## config.mk

```make
export PLATFORM = sky130hd
export DESIGN_NAME = stq_data_path
export DESIGN_NICKNAME = d
export VERILOG_FILES = /design/src/stq_pkg.sv /design/src/stq_array_write.sv /design/src/stq_capture.sv /design/src/stq_data_path.sv /design/src/stq_rotator.sv
export SDC_FILE = /design/constraint.sdc
export NUM_CORES = 1
export LEC_CHECK = 0
export ABC_CLOCK_PERIOD_IN_PS = 19700
export BUFFER_PORTS_ARGS = -buffer_cell sky130_fd_sc_hd__clkbuf_2
export CELL_PAD_IN_SITES_DETAIL_PLACEMENT = 0
export CELL_PAD_IN_SITES_GLOBAL_PLACEMENT = 1
export CORE_MARGIN = 2
export CORE_UTILIZATION = 50
export CTS_BUF_LIST = sky130_fd_sc_hd__clkbuf_4 sky130_fd_sc_hd__clkbuf_8 sky130_fd_sc_hd__clkbuf_16
export DETAILED_ROUTE_END_ITERATION = 8
export PLACE_DENSITY = 0.81
export SKIP_LAST_GASP = 1
export SLEW_MARGIN = 30
export SYNTH_ARGS = -nofsm -noshare
export SYNTH_HDL_FRONTEND = slang
export SYNTH_SLANG_ARGS = --single-unit
```

## constraint.sdc

```tcl
create_clock -name nclk -period 19.7 [get_ports nclk]
set_input_delay 1.97 -clock nclk [delete_from_list [all_inputs] [get_ports nclk]]
set_output_delay 1.97 -clock nclk [all_outputs]
set_load 0.02 [all_outputs]
```

## src/stq_pkg.sv

```systemverilog
// Widths, size codes and the quadword union shared by every stage of the store alignment path
package stq_pkg;

   // A quadword is sixteen byte lanes.
   // Lane 0 is the lowest address.
   localparam int QW_BYTES = 16;
   localparam int BYTE_W   = 8;

   // The array is written as two doubleword halves
   localparam int DW_W     = 64;

   // Address bits that select a byte within the quadword
   localparam int OFFSET_W = 4;

   // Operand size codes carried on req_op_size.
   // No other code is legal.
   localparam logic [2:0] OP_SIZE_1  = 3'b001;
   localparam logic [2:0] OP_SIZE_2  = 3'b010;
   localparam logic [2:0] OP_SIZE_4  = 3'b100;
   localparam logic [2:0] OP_SIZE_8  = 3'b101;
   localparam logic [2:0] OP_SIZE_16 = 3'b110;

   // One quadword, read as byte lanes by the rotator.
   // The array writer reads the same word as doubleword halves.
   // Half 0 holds lanes 0 to 7.
   typedef union packed {
      logic [QW_BYTES-1:0][BYTE_W-1:0] bytes;
      logic [1:0][DW_W-1:0]            dwords;
   } qw_u;

endpackage

```

## src/stq_array_write.sv

```systemverilog
// Array write stage that gates disabled writes, masks bad ways and drives the data cache write port
`timescale 1ns/1ps

module stq_array_write #(
   parameter int NUM_WAYS = 8,
   parameter int INDEX_W  = 8
) (
   input  logic                                          nclk,
   input  logic                                          reset,

   input  logic                                          s3_valid,
   output logic                                          s3_ready,
   input  logic [INDEX_W-1:0]                            s3_index,
   input  logic [stq_pkg::QW_BYTES-1:0]                  s3_byte_en,
   input  stq_pkg::qw_u                                  s3_data,
   input  logic [stq_pkg::QW_BYTES-1:0]                  s3_par,
   input  logic [NUM_WAYS-1:0]                           s3_way_en,

   input  logic                                          dcache_disable,
   input  logic [NUM_WAYS-1:0]                           way_perr_inval,

   output logic                                          wr_valid,
   input  logic                                          wr_ready,
   output logic [NUM_WAYS-1:0]                           wr_way,
   output logic [INDEX_W-1:0]                            wr_index,
   output logic [stq_pkg::QW_BYTES-1:0]                  wr_byte_en,
   output logic [stq_pkg::DW_W+stq_pkg::BYTE_W-1:0]      wr_data_even,
   output logic [stq_pkg::DW_W+stq_pkg::BYTE_W-1:0]      wr_data_odd
);

   import stq_pkg::*;

   // Parity bits of one doubleword half
   localparam int HALF_PAR = QW_BYTES / 2;

   logic                     s3_fire;
   logic                     s3_keep;
   logic [NUM_WAYS-1:0]      way_masked;
   logic [DW_W+BYTE_W-1:0]   even_word;
   logic [DW_W+BYTE_W-1:0]   odd_word;

   assign s3_ready = !wr_valid || wr_ready;
   assign s3_fire  = s3_valid && s3_ready;

   // With the cache disabled the item is still taken, it just never reaches the array
   assign s3_keep = s3_fire && !dcache_disable;

   // Ways flagged by a parity error must not be written
   assign way_masked = s3_way_en & ~way_perr_inval;

   // Each half is its data followed by the parity of its eight lanes
   assign even_word = {s3_data.dwords[0], s3_par[HALF_PAR-1:0]};
   assign odd_word  = {s3_data.dwords[1], s3_par[QW_BYTES-1:HALF_PAR]};

   always_ff @(posedge nclk) begin
      if (reset) begin
         wr_valid <= 1'b0;
      end else if (s3_ready) begin
         wr_valid <= s3_valid && !dcache_disable;
      end
   end

   always_ff @(posedge nclk) begin
      if (s3_keep) begin
         wr_way       <= way_masked;
         wr_index     <= s3_index;
         wr_byte_en   <= s3_byte_en;
         wr_data_even <= even_word;
         wr_data_odd  <= odd_word;
      end
   end

   // A quadword is written into one way only
   a_way_onehot: assert property (@(posedge nclk) disable iff (reset)
      wr_valid |-> $onehot0(wr_way))
      else $error("array write selects more than one way %b", wr_way);

   // The array may stall the write, and the write must wait unchanged
   a_wr_stable: assert property (@(posedge nclk) disable iff (reset)
      (wr_valid && !wr_ready) |=> (wr_valid && $stable(wr_way) && $stable(wr_index) &&
                                   $stable(wr_byte_en) && $stable(wr_data_even) &&
                                   $stable(wr_data_odd)))
      else $error("array write changed while stalled");

endmodule

```

## src/stq_capture.sv

```systemverilog
// Store capture stage that accepts requests, decodes the operand size and sets up the rotation
`timescale 1ns/1ps

module stq_capture #(
   parameter int NUM_WAYS = 8,
   parameter int INDEX_W  = 8
) (
   input  logic                                  nclk,
   input  logic                                  reset,

   input  logic                                  req_valid,
   output logic                                  req_ready,
   input  logic [INDEX_W+stq_pkg::OFFSET_W-1:0]  req_addr,
   input  logic [2:0]                            req_op_size,
   input  logic                                  req_le_mode,
   input  logic [stq_pkg::QW_BYTES-1:0]          req_byte_en,
   input  stq_pkg::qw_u                          req_data,
   input  logic [stq_pkg::QW_BYTES-1:0]          req_par,
   input  logic [NUM_WAYS-1:0]                   req_way_en,

   output logic                                  s2_valid,
   input  logic                                  s2_ready,
   output logic [INDEX_W-1:0]                    s2_index,
   output logic [stq_pkg::OFFSET_W-1:0]          s2_rot_amt,
   output logic                                  s2_reverse,
   output logic [stq_pkg::QW_BYTES-1:0]          s2_byte_en,
   output stq_pkg::qw_u                          s2_data,
   output logic [stq_pkg::QW_BYTES-1:0]          s2_par,
   output logic [NUM_WAYS-1:0]                   s2_way_en
);

   import stq_pkg::*;

   logic [OFFSET_W:0]   size_bytes;
   logic [OFFSET_W-1:0] req_offset;
   logic [OFFSET_W-1:0] be_rot_amt;
   logic [OFFSET_W-1:0] rot_amt;
   logic                size_legal;
   logic                req_fire;

   assign req_offset = req_addr[OFFSET_W-1:0];
   assign req_ready  = !s2_valid || s2_ready;
   assign req_fire   = req_valid && req_ready;

   // Byte count of the operand, zero for an illegal code
   always_comb begin
      case (req_op_size)
         OP_SIZE_1:  size_bytes = 5'd1;
         OP_SIZE_2:  size_bytes = 5'd2;
         OP_SIZE_4:  size_bytes = 5'd4;
         OP_SIZE_8:  size_bytes = 5'd8;
         OP_SIZE_16: size_bytes = 5'd16;
         default:    size_bytes = 5'd0;
      endcase
   end

   assign size_legal = |size_bytes;

   // Big endian data is right justified in the quadword.
   // Rotating by offset plus size lands its first byte on the offset lane.
   // A full quadword wraps back to the plain offset.
   assign be_rot_amt = req_offset + size_bytes[OFFSET_W-1:0];

   // Little endian data is reversed first, so only the offset remains
   assign rot_amt = req_le_mode ? req_offset : be_rot_amt;

   always_ff @(posedge nclk) begin
      if (reset) begin
         s2_valid <= 1'b0;
      end else if (req_ready) begin
         s2_valid <= req_valid;
      end
   end

   always_ff @(posedge nclk) begin
      if (req_fire) begin
         s2_index   <= req_addr[INDEX_W+OFFSET_W-1:OFFSET_W];
         s2_rot_amt <= rot_amt;
         s2_reverse <= req_le_mode;
         s2_byte_en <= req_byte_en;
         s2_data    <= req_data;
         s2_par     <= req_par;
         s2_way_en  <= req_way_en;
      end
   end

   // The requester must only send the five defined size codes
   a_size_legal: assert property (@(posedge nclk) disable iff (reset)
      req_fire |-> size_legal)
      else $error("illegal store size code %b accepted", req_op_size);

endmodule

```

## src/stq_data_path.sv

```systemverilog
// Top of the store data alignment path that chains capture, rotator and array write stages
`timescale 1ns/1ps

module stq_data_path #(
   parameter int NUM_WAYS = 8,
   parameter int INDEX_W  = 8
) (
   input  logic                                          nclk,
   input  logic                                          reset,

   input  logic                                          req_valid,
   output logic                                          req_ready,
   input  logic [INDEX_W+stq_pkg::OFFSET_W-1:0]          req_addr,
   input  logic [2:0]                                    req_op_size,
   input  logic                                          req_le_mode,
   input  logic [stq_pkg::QW_BYTES-1:0]                  req_byte_en,
   input  stq_pkg::qw_u                                  req_data,
   input  logic [stq_pkg::QW_BYTES-1:0]                  req_par,
   input  logic [NUM_WAYS-1:0]                           req_way_en,

   input  logic                                          dcache_disable,
   input  logic [NUM_WAYS-1:0]                           way_perr_inval,

   output logic                                          wr_valid,
   input  logic                                          wr_ready,
   output logic [NUM_WAYS-1:0]                           wr_way,
   output logic [INDEX_W-1:0]                            wr_index,
   output logic [stq_pkg::QW_BYTES-1:0]                  wr_byte_en,
   output logic [stq_pkg::DW_W+stq_pkg::BYTE_W-1:0]      wr_data_even,
   output logic [stq_pkg::DW_W+stq_pkg::BYTE_W-1:0]      wr_data_odd
);

   import stq_pkg::*;

   // Capture to rotator
   logic                s2_valid;
   logic                s2_ready;
   logic [INDEX_W-1:0]  s2_index;
   logic [OFFSET_W-1:0] s2_rot_amt;
   logic                s2_reverse;
   logic [QW_BYTES-1:0] s2_byte_en;
   qw_u                 s2_data;
   logic [QW_BYTES-1:0] s2_par;
   logic [NUM_WAYS-1:0] s2_way_en;

   // Rotator to array write
   logic                s3_valid;
   logic                s3_ready;
   logic [INDEX_W-1:0]  s3_index;
   logic [QW_BYTES-1:0] s3_byte_en;
   qw_u                 s3_data;
   logic [QW_BYTES-1:0] s3_par;
   logic [NUM_WAYS-1:0] s3_way_en;

   stq_capture #(
      .NUM_WAYS (NUM_WAYS),
      .INDEX_W  (INDEX_W)
   ) capture_i (
      .nclk        (nclk),
      .reset       (reset),
      .req_valid   (req_valid),
      .req_ready   (req_ready),
      .req_addr    (req_addr),
      .req_op_size (req_op_size),
      .req_le_mode (req_le_mode),
      .req_byte_en (req_byte_en),
      .req_data    (req_data),
      .req_par     (req_par),
      .req_way_en  (req_way_en),
      .s2_valid    (s2_valid),
      .s2_ready    (s2_ready),
      .s2_index    (s2_index),
      .s2_rot_amt  (s2_rot_amt),
      .s2_reverse  (s2_reverse),
      .s2_byte_en  (s2_byte_en),
      .s2_data     (s2_data),
      .s2_par      (s2_par),
      .s2_way_en   (s2_way_en)
   );

   stq_rotator #(
      .NUM_WAYS (NUM_WAYS),
      .INDEX_W  (INDEX_W)
   ) rotator_i (
      .nclk       (nclk),
      .reset      (reset),
      .s2_valid   (s2_valid),
      .s2_ready   (s2_ready),
      .s2_index   (s2_index),
      .s2_rot_amt (s2_rot_amt),
      .s2_reverse (s2_reverse),
      .s2_byte_en (s2_byte_en),
      .s2_data    (s2_data),
      .s2_par     (s2_par),
      .s2_way_en  (s2_way_en),
      .s3_valid   (s3_valid),
      .s3_ready   (s3_ready),
      .s3_index   (s3_index),
      .s3_byte_en (s3_byte_en),
      .s3_data    (s3_data),
      .s3_par     (s3_par),
      .s3_way_en  (s3_way_en)
   );

   stq_array_write #(
      .NUM_WAYS (NUM_WAYS),
      .INDEX_W  (INDEX_W)
   ) array_write_i (
      .nclk           (nclk),
      .reset          (reset),
      .s3_valid       (s3_valid),
      .s3_ready       (s3_ready),
      .s3_index       (s3_index),
      .s3_byte_en     (s3_byte_en),
      .s3_data        (s3_data),
      .s3_par         (s3_par),
      .s3_way_en      (s3_way_en),
      .dcache_disable (dcache_disable),
      .way_perr_inval (way_perr_inval),
      .wr_valid       (wr_valid),
      .wr_ready       (wr_ready),
      .wr_way         (wr_way),
      .wr_index       (wr_index),
      .wr_byte_en     (wr_byte_en),
      .wr_data_even   (wr_data_even),
      .wr_data_odd    (wr_data_odd)
   );

endmodule

```

## src/stq_rotator.sv

```systemverilog
// Store rotator stage that reverses little endian stores and moves data and parity into lane order
`timescale 1ns/1ps

module stq_rotator #(
   parameter int NUM_WAYS = 8,
   parameter int INDEX_W  = 8
) (
   input  logic                                  nclk,
   input  logic                                  reset,

   input  logic                                  s2_valid,
   output logic                                  s2_ready,
   input  logic [INDEX_W-1:0]                    s2_index,
   input  logic [stq_pkg::OFFSET_W-1:0]          s2_rot_amt,
   input  logic                                  s2_reverse,
   input  logic [stq_pkg::QW_BYTES-1:0]          s2_byte_en,
   input  stq_pkg::qw_u                          s2_data,
   input  logic [stq_pkg::QW_BYTES-1:0]          s2_par,
   input  logic [NUM_WAYS-1:0]                   s2_way_en,

   output logic                                  s3_valid,
   input  logic                                  s3_ready,
   output logic [INDEX_W-1:0]                    s3_index,
   output logic [stq_pkg::QW_BYTES-1:0]          s3_byte_en,
   output stq_pkg::qw_u                          s3_data,
   output logic [stq_pkg::QW_BYTES-1:0]          s3_par,
   output logic [NUM_WAYS-1:0]                   s3_way_en
);

   import stq_pkg::*;

   // Each lane carries its parity bit on top of the byte, so both move together
   localparam int LANE_W = BYTE_W + 1;
   localparam int QW_LW  = QW_BYTES * LANE_W;

   logic [QW_BYTES-1:0][LANE_W-1:0] in_lanes;
   logic [QW_BYTES-1:0][LANE_W-1:0] rev_lanes;
   logic [QW_BYTES-1:0][LANE_W-1:0] rot_lanes;
   logic [QW_LW-1:0]                rot_flat;
   qw_u                             rot_data;
   logic [QW_BYTES-1:0]             rot_par;
   logic                            s2_fire;

   assign s2_ready = !s3_valid || s3_ready;
   assign s2_fire  = s2_valid && s2_ready;

   always_comb begin
      for (int i = 0; i < QW_BYTES; i++) begin
         in_lanes[i] = {s2_par[i], s2_data.bytes[i]};
      end
   end

   // Byte reversal for little endian stores
   always_comb begin
      for (int i = 0; i < QW_BYTES; i++) begin
         rev_lanes[i] = s2_reverse ? in_lanes[QW_BYTES-1-i] : in_lanes[i];
      end
   end

   // Log rotator, one level per amount bit.
   // Lane i moves up to lane (i + amount) mod 16.
   always_comb begin
      rot_flat = rev_lanes;
      for (int lvl = OFFSET_W - 1; lvl >= 0; lvl--) begin
         if (s2_rot_amt[lvl]) begin
            rot_flat = (rot_flat << ((1 << lvl) * LANE_W)) |
                       (rot_flat >> ((QW_BYTES - (1 << lvl)) * LANE_W));
         end
      end
   end

   assign rot_lanes = rot_flat;

   always_comb begin
      for (int i = 0; i < QW_BYTES; i++) begin
         rot_data.bytes[i] = rot_lanes[i][BYTE_W-1:0];
         rot_par[i]        = rot_lanes[i][BYTE_W];
      end
   end

   always_ff @(posedge nclk) begin
      if (reset) begin
         s3_valid <= 1'b0;
      end else if (s2_ready) begin
         s3_valid <= s2_valid;
      end
   end

   always_ff @(posedge nclk) begin
      if (s2_fire) begin
         s3_index   <= s2_index;
         s3_byte_en <= s2_byte_en;
         s3_data    <= rot_data;
         s3_par     <= rot_par;
         s3_way_en  <= s2_way_en;
      end
   end

endmodule

```

[Yosys cells after proc, flatten, opt, wreduce, memory -nomap -nowiden]
Cells that the tools add are included.
Widths: inputs -> output; s select.
Cells by class
  add/subtract/negate cells: 1
  reduce and logical (&&, ||, !) cells: 12
  equality and inequality tests: 5
  muxes and demuxes: 22
  bitwise gates (word level): 6
Operator list (count)
  $mux 144: 4
  $mux 9: 16
  $or 144x18->144: 1
  $or 144x36->144: 1
  $or 144x72->144: 1
  $or 144x9->144: 1
  $pmux 4 s5: 1
  $eq 3x3->1 const B: 3
  $and 8x8->8: 1
  $not 8->8: 1
  $logic_and 1x1->1: 5
  $add 4x4->4: 1
  $logic_not 1->1: 4
  $mux 4: 1
  $eq 3x1->1 const B: 1
  $eq 3x2->1 const B: 1
  $logic_or 1x1->1: 3
Storage, ports and cells
  register bits after elaboration: 536

[Depth between registers and ports, before layout]
Gate-level depths: netlist (run 1).
  word-level depth: 9
  gate-level depth with buffers: 8
  mapped depth without buffers: 8

[By module]
From an unflattened synthesis (run 1), not the netlist that was laid out.
Second synthesis, totals
  cell total of the unflattened synthesis: 1091
  area, all modules: 24847.6 um^2
By module, submodules not included
  stq_rotator: cells each 693, instances 1, sequential area each 5305.1 um^2, area an instance 13788.2 um^2
  stq_capture: cells each 209, instances 1, sequential area each 5455.2 um^2, area an instance 5654.2 um^2
  stq_array_write: cells each 189, instances 1, sequential area each 5305.1 um^2, area an instance 5405.2 um^2

[Worst setup path before layout (run 1)]
Ideal clock, no wire load.
  path type: input -> register
  start point: in wr_ready
  end point: reg rotator_i.s3_byte_en[0] in the netlist's numbering (enable)
  slack: 3.969 ns
  stages: 2
  arrival time: 14.750 ns
  path through: nor2b_1 -> a21boi_0
Between the ends
  word-level cells in the longest chain between the ends: 3
Ends and longest elaborated chain
  start, declared: line stq_data_path.sv:25  | input logic wr_ready,
  $logic_or 1x1->1: line stq_array_write.sv:42  | assign s3_ready = !wr_valid || wr_ready;
  $logic_or 1x1->1: line stq_rotator.sv:44  | assign s2_ready = !s3_valid || s3_ready;
  $logic_and 1x1->1: line stq_rotator.sv:45  | assign s2_fire = s2_valid && s2_ready;
  via rotator_i.s2_fire: line stq_rotator.sv:42  | logic s2_fire;
  end signal, assigned: line stq_rotator.sv:92  | s3_byte_en <= s2_byte_en;
  end, declared: line stq_rotator.sv:24  | output logic [stq_pkg::QW_BYTES-1:0] s3_byte_en,
The timed path passes the listed nets, and every way through them passes these cells.
A chain may end at the register's enable or synchronous reset.

[Final worst setup path (run 1)]
  start point: in wr_ready
  end point: out req_ready
Between the ends
  word-level cells in the longest chain between the ends: 3
Ends and longest elaborated chain
  $logic_or 1x1->1: line stq_array_write.sv:42
  $logic_or 1x1->1: line stq_rotator.sv:44
  $logic_or 1x1->1: line stq_capture.sv:42  | assign req_ready = !s2_valid || s2_ready;
  end, declared: line stq_data_path.sv:12  | output logic req_ready,
Every way passes these cells.

==> results of run 1 <==
## routing by layer
layer / track usage (%) / part of all wire (%) / vias up
li1: - / - / 6588
met1: 36.62 / 49 / 7488
met2: 28.31 / 41 / 605
met3: 5.679 / 9.1 / 60
met4: 4.688 / 1.7 / 0
met5: 0 / 0 / -
## cell type report
| type | count | share of cell area (%) |
|---|---|---|
| sequential | 536 | 51.13 |
| multi-input combinational | 754 | 33.52 |
| timing repair buffer | 401 | 7.036 |
| clock buffer | 63 | 4.460 |
| tap | 696 | 2.771 |
| clock inverter | 34 | 0.9796 |
| inverter | 7 | 0.09955 |
| antenna | 1 | 0.007964 |
## worst max-delay path by stage
stage	start	to	depth (start not counted)
2_1_floorplan	wr_ready	rotator_i.s3_byte_en[0]$_DFFE_PP_	2
3_3_place_gp	wr_ready	capture_i.s2_data[38]$_DFFE_PP_	5
3_5_place_dp	wr_ready	capture_i.s2_data[38]$_DFFE_PP_	5
4_1_cts	wr_ready	req_ready	4
5_1_grt	wr_ready	req_ready	4
6_report	wr_ready	req_ready	4
## through the flow
step                instance area, µm²  std cells  hold slack, ns
global route                     31420       2492          0.4198
CTS                              31310       2487          0.4139
global placement                 29510       2386          0.4019
floorplan                        27210       1400          0.4003
detailed placement               29600       2390          0.4045
finish                           31420       2492          0.4125
## registers in the layout (all words and copies together) (netlist names), 16 cells and up
name and flops:
array_write_i.wr_byte_en 16, array_write_i.wr_data_even 72, array_write_i.wr_data_odd 72, capture_i.s2_byte_en 16, capture_i.s2_data 128, capture_i.s2_par 16
rotator_i.s3_byte_en 16, rotator_i.s3_data 128, rotator_i.s3_par 16
## placed cells by master (no fill, tap or decap), types with 4 or more instances in the layout
cell       synthesis  layout
clkinv_2           0       6
clkbuf_16          0      53
inv_1              6       6
bufinv_16          0       4
mux4_2           215     215
mux2_4            22      22
mux2_2           117     117
edfxtp_1         533     533
a21oi_1            4       4
clkbuf_4           0      10
clkinv_1           0      15
clkbuf_2           0     374
mux2i_1          290     290
buf_4              1       9
nor2b_1            9       9
mux2_1            77      77
buf_6             24      11
inv_6              0       4
## synthesized netlist by cell type
library cell / number / share of area, %
edfxtp_1: 533 / 59
mux2i_1: 290 / 11
mux4_2: 215 / 18
mux2_2: 117 / 4.8
mux2_1: 77 / 3.2
buf_2: 39 / 0.72
clkbuf_1: 29 / 0.40
buf_6: 24 / 0.99
mux2_4: 22 / 1.2
buf_1: 10 / 0.14
nor2b_1: 9 / 0.21
inv_1: 6 / 0.083
a21oi_1: 4 / 0.074
dfxtp_1: 3 / 0.22
ha_1: 3 / 0.14
a31oi_1: 2 / 0.046
nor2_1: 2 / 0.028
nor3b_1: 2 / 0.055
a21boi_0: 1 / 0.028
a21o_1: 1 / 0.028
buf_4: 1 / 0.028
fa_1: 1 / 0.074
inv_2: 1 / 0.014
nand2_1: 1 / 0.014
nand2b_1: 1 / 0.023
nand3_1: 1 / 0.018
nor4bb_1: 1 / 0.037
o21ai_0: 1 / 0.018
or3_1: 1 / 0.023
xnor2_1: 1 / 0.032
xor2_1: 1 / 0.032
## worst max-delay path, cell delays in order
cell      delay (ns)
clkbuf_2        0.08
nor2b_1         0.57
nand3_1         0.21
clkbuf_2        0.20
## cells by family after synthesis
family	share of synthesized area [%]
compound gates	0.1931
buf+inv	2.373
simple gates	0.4047
mux	37.71
fa+ha+maj	0.2116
flops	59.05
xor+xnor	0.06439
## power breakdown
group	switching, mW	total (mW)	internal (mW)	leakage [nW]
combinational	0.318	0.625	0.306	5.89
clock	0.416	0.980	0.564	0.846
sequential	0.0569	1.42	1.36	5.05
==> out/metrics.csv, run 1 <==
metric,value,unit
CTS Buffer Depth,3,
HP Class,reg2reg,
Hold Crit Start,capture_i.s2_index[2]$_DFFE_PP_,
Critical R2R Capture,rotator_i.s3_data[97]$_DFFE_PP_,
clk slew on worst S/H paths,0.06,ns
Rel. slew slack,34.81,%
Congestion Overflow GR,0,
worst setup margin,14.70,ns
"Req. time, crit path",17.73,ns
ANT nets after route,0,
antenna violations before repair,2,
Place WS,14.26,ns
H-tree depth,2,
post-synth cell types,31,
yosys warns,0,
vias in the first global route,14400,
VDD IR max,0.07403,mV
"Setup violations, final",0,
Final period util,25.40,%
starting density of the core,50.56,%
nets,1953,
die width,237.3,µm
DRT iter0 DRCs,1295,
Worst Hold End,rotator_i.s3_index[2]$_DFFE_PP_,
clk sinks,536,
CTS tree,done,
Overall Power,3.022,mW
Max Fanout on Critical Path,6,
Syn Inst Count,1400,
hold depth,0,
DRC violations left,0,
worst slew pin tran,0.9778,ns
core area,53810,µm²
"Hold Violations, Final",0,
Final Util,58.39,%
Avg WL per Cell,24.69,µm
Reg area,16070,µm²
first-pass GRT wire length,92370,µm
Peak Freq,199.8,MHz
fillers,4086,
RSZ-0062 raised after global routing,no,
max cap viols,0,
routed via count,14740,
leakage power,11.79,nW
syn nets,1601,
crit path kind,in2out,
port bufs,374,
largest net degree at the start of global routing,87,
Post-CTS Setup Inserts,0,
multi-input logic area,10530,µm²
Worst setup EP type,output port,
Final Max Tran Viols,0,
Post-CTS Resized,0,
row cnt,85,
layout cells sized above 1,46.85,%
R2R setup slack,16.22,ns
WL final,61520,µm
io pins,375,
final setup skew,0.01535,ns
Setup TNS,0,ns
Area Overhead vs Synth,15.48,%
post-synthesis sequential area ratio,59.05,%
worst r2r src,capture_i.s2_reverse$_DFFE_PP_,
hold_buf cts,0,
R2R cell count,6,
first-pass detailed-route iteration total,5,
status,finished clean,
Synth Cell Area,27210,µm²
DIE AREA,56300,µm²
post-DP HPWL,45830,µm
minimum clock period,5.004,ns
vias per inst,5.915,
Clock Latency Late Sink,0.61,ns
Pwr Density,96.18,nW/µm²
Final Wtd Congestion,0.8413,
Post-Syn Area per Cell,19.43,µm²
#FFs+latches synth,536,
root buffer cell,clkbuf_16,
All-Layer GR Usage,21.88,%
Die H,237.3,µm
total CTS buffers,52,
crit path launch type,input pin,
Worst Path Arrival,3.03,ns
Power figures use the tool's default switching activity.
==> run 2: changes to the inputs <==
Settings changed: ABC_CLOCK_PERIOD_IN_PS 19700 to 4300, CORE_UTILIZATION 50 to 45, PLACE_DENSITY 0.81 to 0.77.
Clock period 19.7 ns to 4.3 ns, I/O delays scaled along.
==> run 2 against run 1 <==
  * Clock power rose to 5.1 times the previous value
  * First-iteration DRC count grew 1.3%
  * Sequential share of layout area is 3.2 points lower
  * Combinational power grew to 4.8 times the previous value
  * Via count is 5.7% higher
  * Wire length grew 9.3%
  * Final area increased by 6.7%
  * Highest routed layer unchanged
  * Sequential cell count is the same
  * Power grew to 4.8 times the previous value
  * Cell count is 11% higher
  * Die area up 11%
  * Non-clock buffer count up 172
==> out/metrics.csv, run 2 (synthesis results as in run 1) <==
metric,value,unit
status,finished clean,
antenna violations before repair,7,
Setup TNS,0,ns
max cap viols,0,
WL final,67230,µm
worst slew pin tran,0.7860,ns
worst-path cell chain,buf_12 > mux4_2 > mux2_2 > mux2i_1 > mux2i_1,
Final Max Tran Viols,0,
Worst Path Arrival,3.25,ns
Area Overhead vs Synth,23.17,%
DIE AREA,62450,µm²
Post-CTS Setup Inserts,0,
clk sinks,536,
DRC violations left,0,
"Hold Violations, Final",0,
CTS Buffer Depth,3,
switching share of power,26.39,%
M1 WL,32160,µm
Clock power frac,34.2,%
Overall Power,14.46,mW
final setup skew,0.02328,ns
Final Wtd Congestion,0.9007,
crit path kind,reg2reg,
VDD IR max,0.3191,mV
port bufs,374,
total CTS buffers,57,
routed via count,15580,
top flop regs,"capture_i.s2_data x128, rotator_i.s3_data x128",
largest net degree at the start of global routing,172,
nets,2130,
"most used cell, CP",mux2i_1,
Worst path slowest cell,mux4_2,
HP Class,in2reg,
row cnt,90,
Final Util,55.83,%
crit-path max cell delay,0.59,ns
crit path launch type,flop,
minimum clock period,2.935,ns
Congestion Overflow GR,0,
Internal Power,10.64,mW
clk slew on worst S/H paths,0.06,ns
Pwr Density,431.4,nW/µm²
root buffer cell,clkbuf_16,
vias per inst,5.648,
multi-input logic area,10530,µm²
Avg WL per Cell,24.37,µm
fillers,4691,
DRT iter0 DRCs,1312,
io pins,375,
Reg area,16070,µm²
Rel. slew slack,47.49,%
"most common cell after layout, fill and taps aside",edfxtp_1,
Clock Latency Late Sink,0.62,ns
Max Fanout on Critical Path,119,
H-tree depth,2,
Worst setup EP type,flop,
most frequent cells in the layout,"533 x edfxtp_1, 374 x clkbuf_2, 290 x mux2i_1, 215 x mux4_2, 172 x dlygate4sd3_1",
post-DP HPWL,47720,µm
first-pass detailed-route iteration total,5,
first-pass GRT wire length,100200,µm
Die H,249.9,µm
top sig layer,met4,
"Req. time, crit path",4.61,ns
met3 wire length,5416,µm
vias in the first global route,15320,
Fin Hold WS,0.03764,ns
leakage power,12.61,nW
Peak Freq,340.7,MHz
CTS tree,done,
RSZ-0062 raised after global routing,no,
starting density of the core,45.33,%
ANT nets after route,0,
core area,60020,µm²
"Setup violations, final",0,
Final period util,68.26,%
die width,249.9,µm
Logic pwr share,20.6,%
Net Switching,3.816,mW
layout cells sized above 1,43.06,%
met2 WL post-DR,28340,µm
All-Layer GR Usage,21.35,%
Seq pwr share,45.2,%
==> run 2: layout make-up <==
type,instances,area share [%]
timing repair buffer,573,11.95
sequential,536,47.94
tap,782,2.920
clock buffer,63,4.391
antenna,3,0.02240
inverter,7,0.09334
multi-input combinational,754,31.43
clock inverter,41,1.254
==> run 2: worst paths after layout <==
check	startpoint	to	slack (ns)	cells after the start
setup / recovery	capture_i.s2_rot_amt[1]$_DFFE_PP_	rotator_i.s3_data[74]$_DFFE_PP_	1.36	5
hold reg to reg	rotator_i.s3_byte_en[5]$_DFFE_PP_	array_write_i.wr_byte_en[5]$_DFFE_PP_	0.41	0
hold / removal	req_data[87]	capture_i.s2_data[87]$_DFFE_PP_	0.04	1
setup reg to reg	capture_i.s2_rot_amt[1]$_DFFE_PP_	rotator_i.s3_data[74]$_DFFE_PP_	1.36	5
==> run 2: through the flow <==
step | cell area [µm²] | instances | setup slack, ns
detailed placement | 29840 | 2478 | 1.374
floorplan | 27240 | 1400 | 0.06116
finish | 33510 | 2759 | 1.365
global placement | 29820 | 2477 | 1.425
CTS | 33450 | 2754 | 1.345
global route | 33510 | 2759 | 1.192
==> run 2: what timing repair did <==
action,CTS,global route
endpoints found under the hold margin,172,0
gates resized for setup,0,0
hold buffers,172,0
==> run 2: critical path, delay by kind of cell, from the launching register on <==
kind / cells / cell delay (ns)
flops: 1 / 0.44
mux: 4 / 1.59
buf+inv: 1 / 0.53
==> run 2: power by group through the flow <==
stage / clock network (mW) / registers [mW] / logic [mW]
after floorplan: 0 / 6.52 / 2.12
after global placement: 0 / 6.62 / 2.76
after detailed placement: 0 / 6.63 / 2.81
after CTS: 5.05 / 6.52 / 2.96
after global routing: 5.25 / 6.56 / 3.20
final: 4.95 / 6.53 / 2.98
==> run 2: layer usage <==
metal,GRT usage (%),vias up
met5,0,-
met4,4.871,0
met3,4.860,85
met2,29.24,611
met1,34.35,7925
li1,-,6962
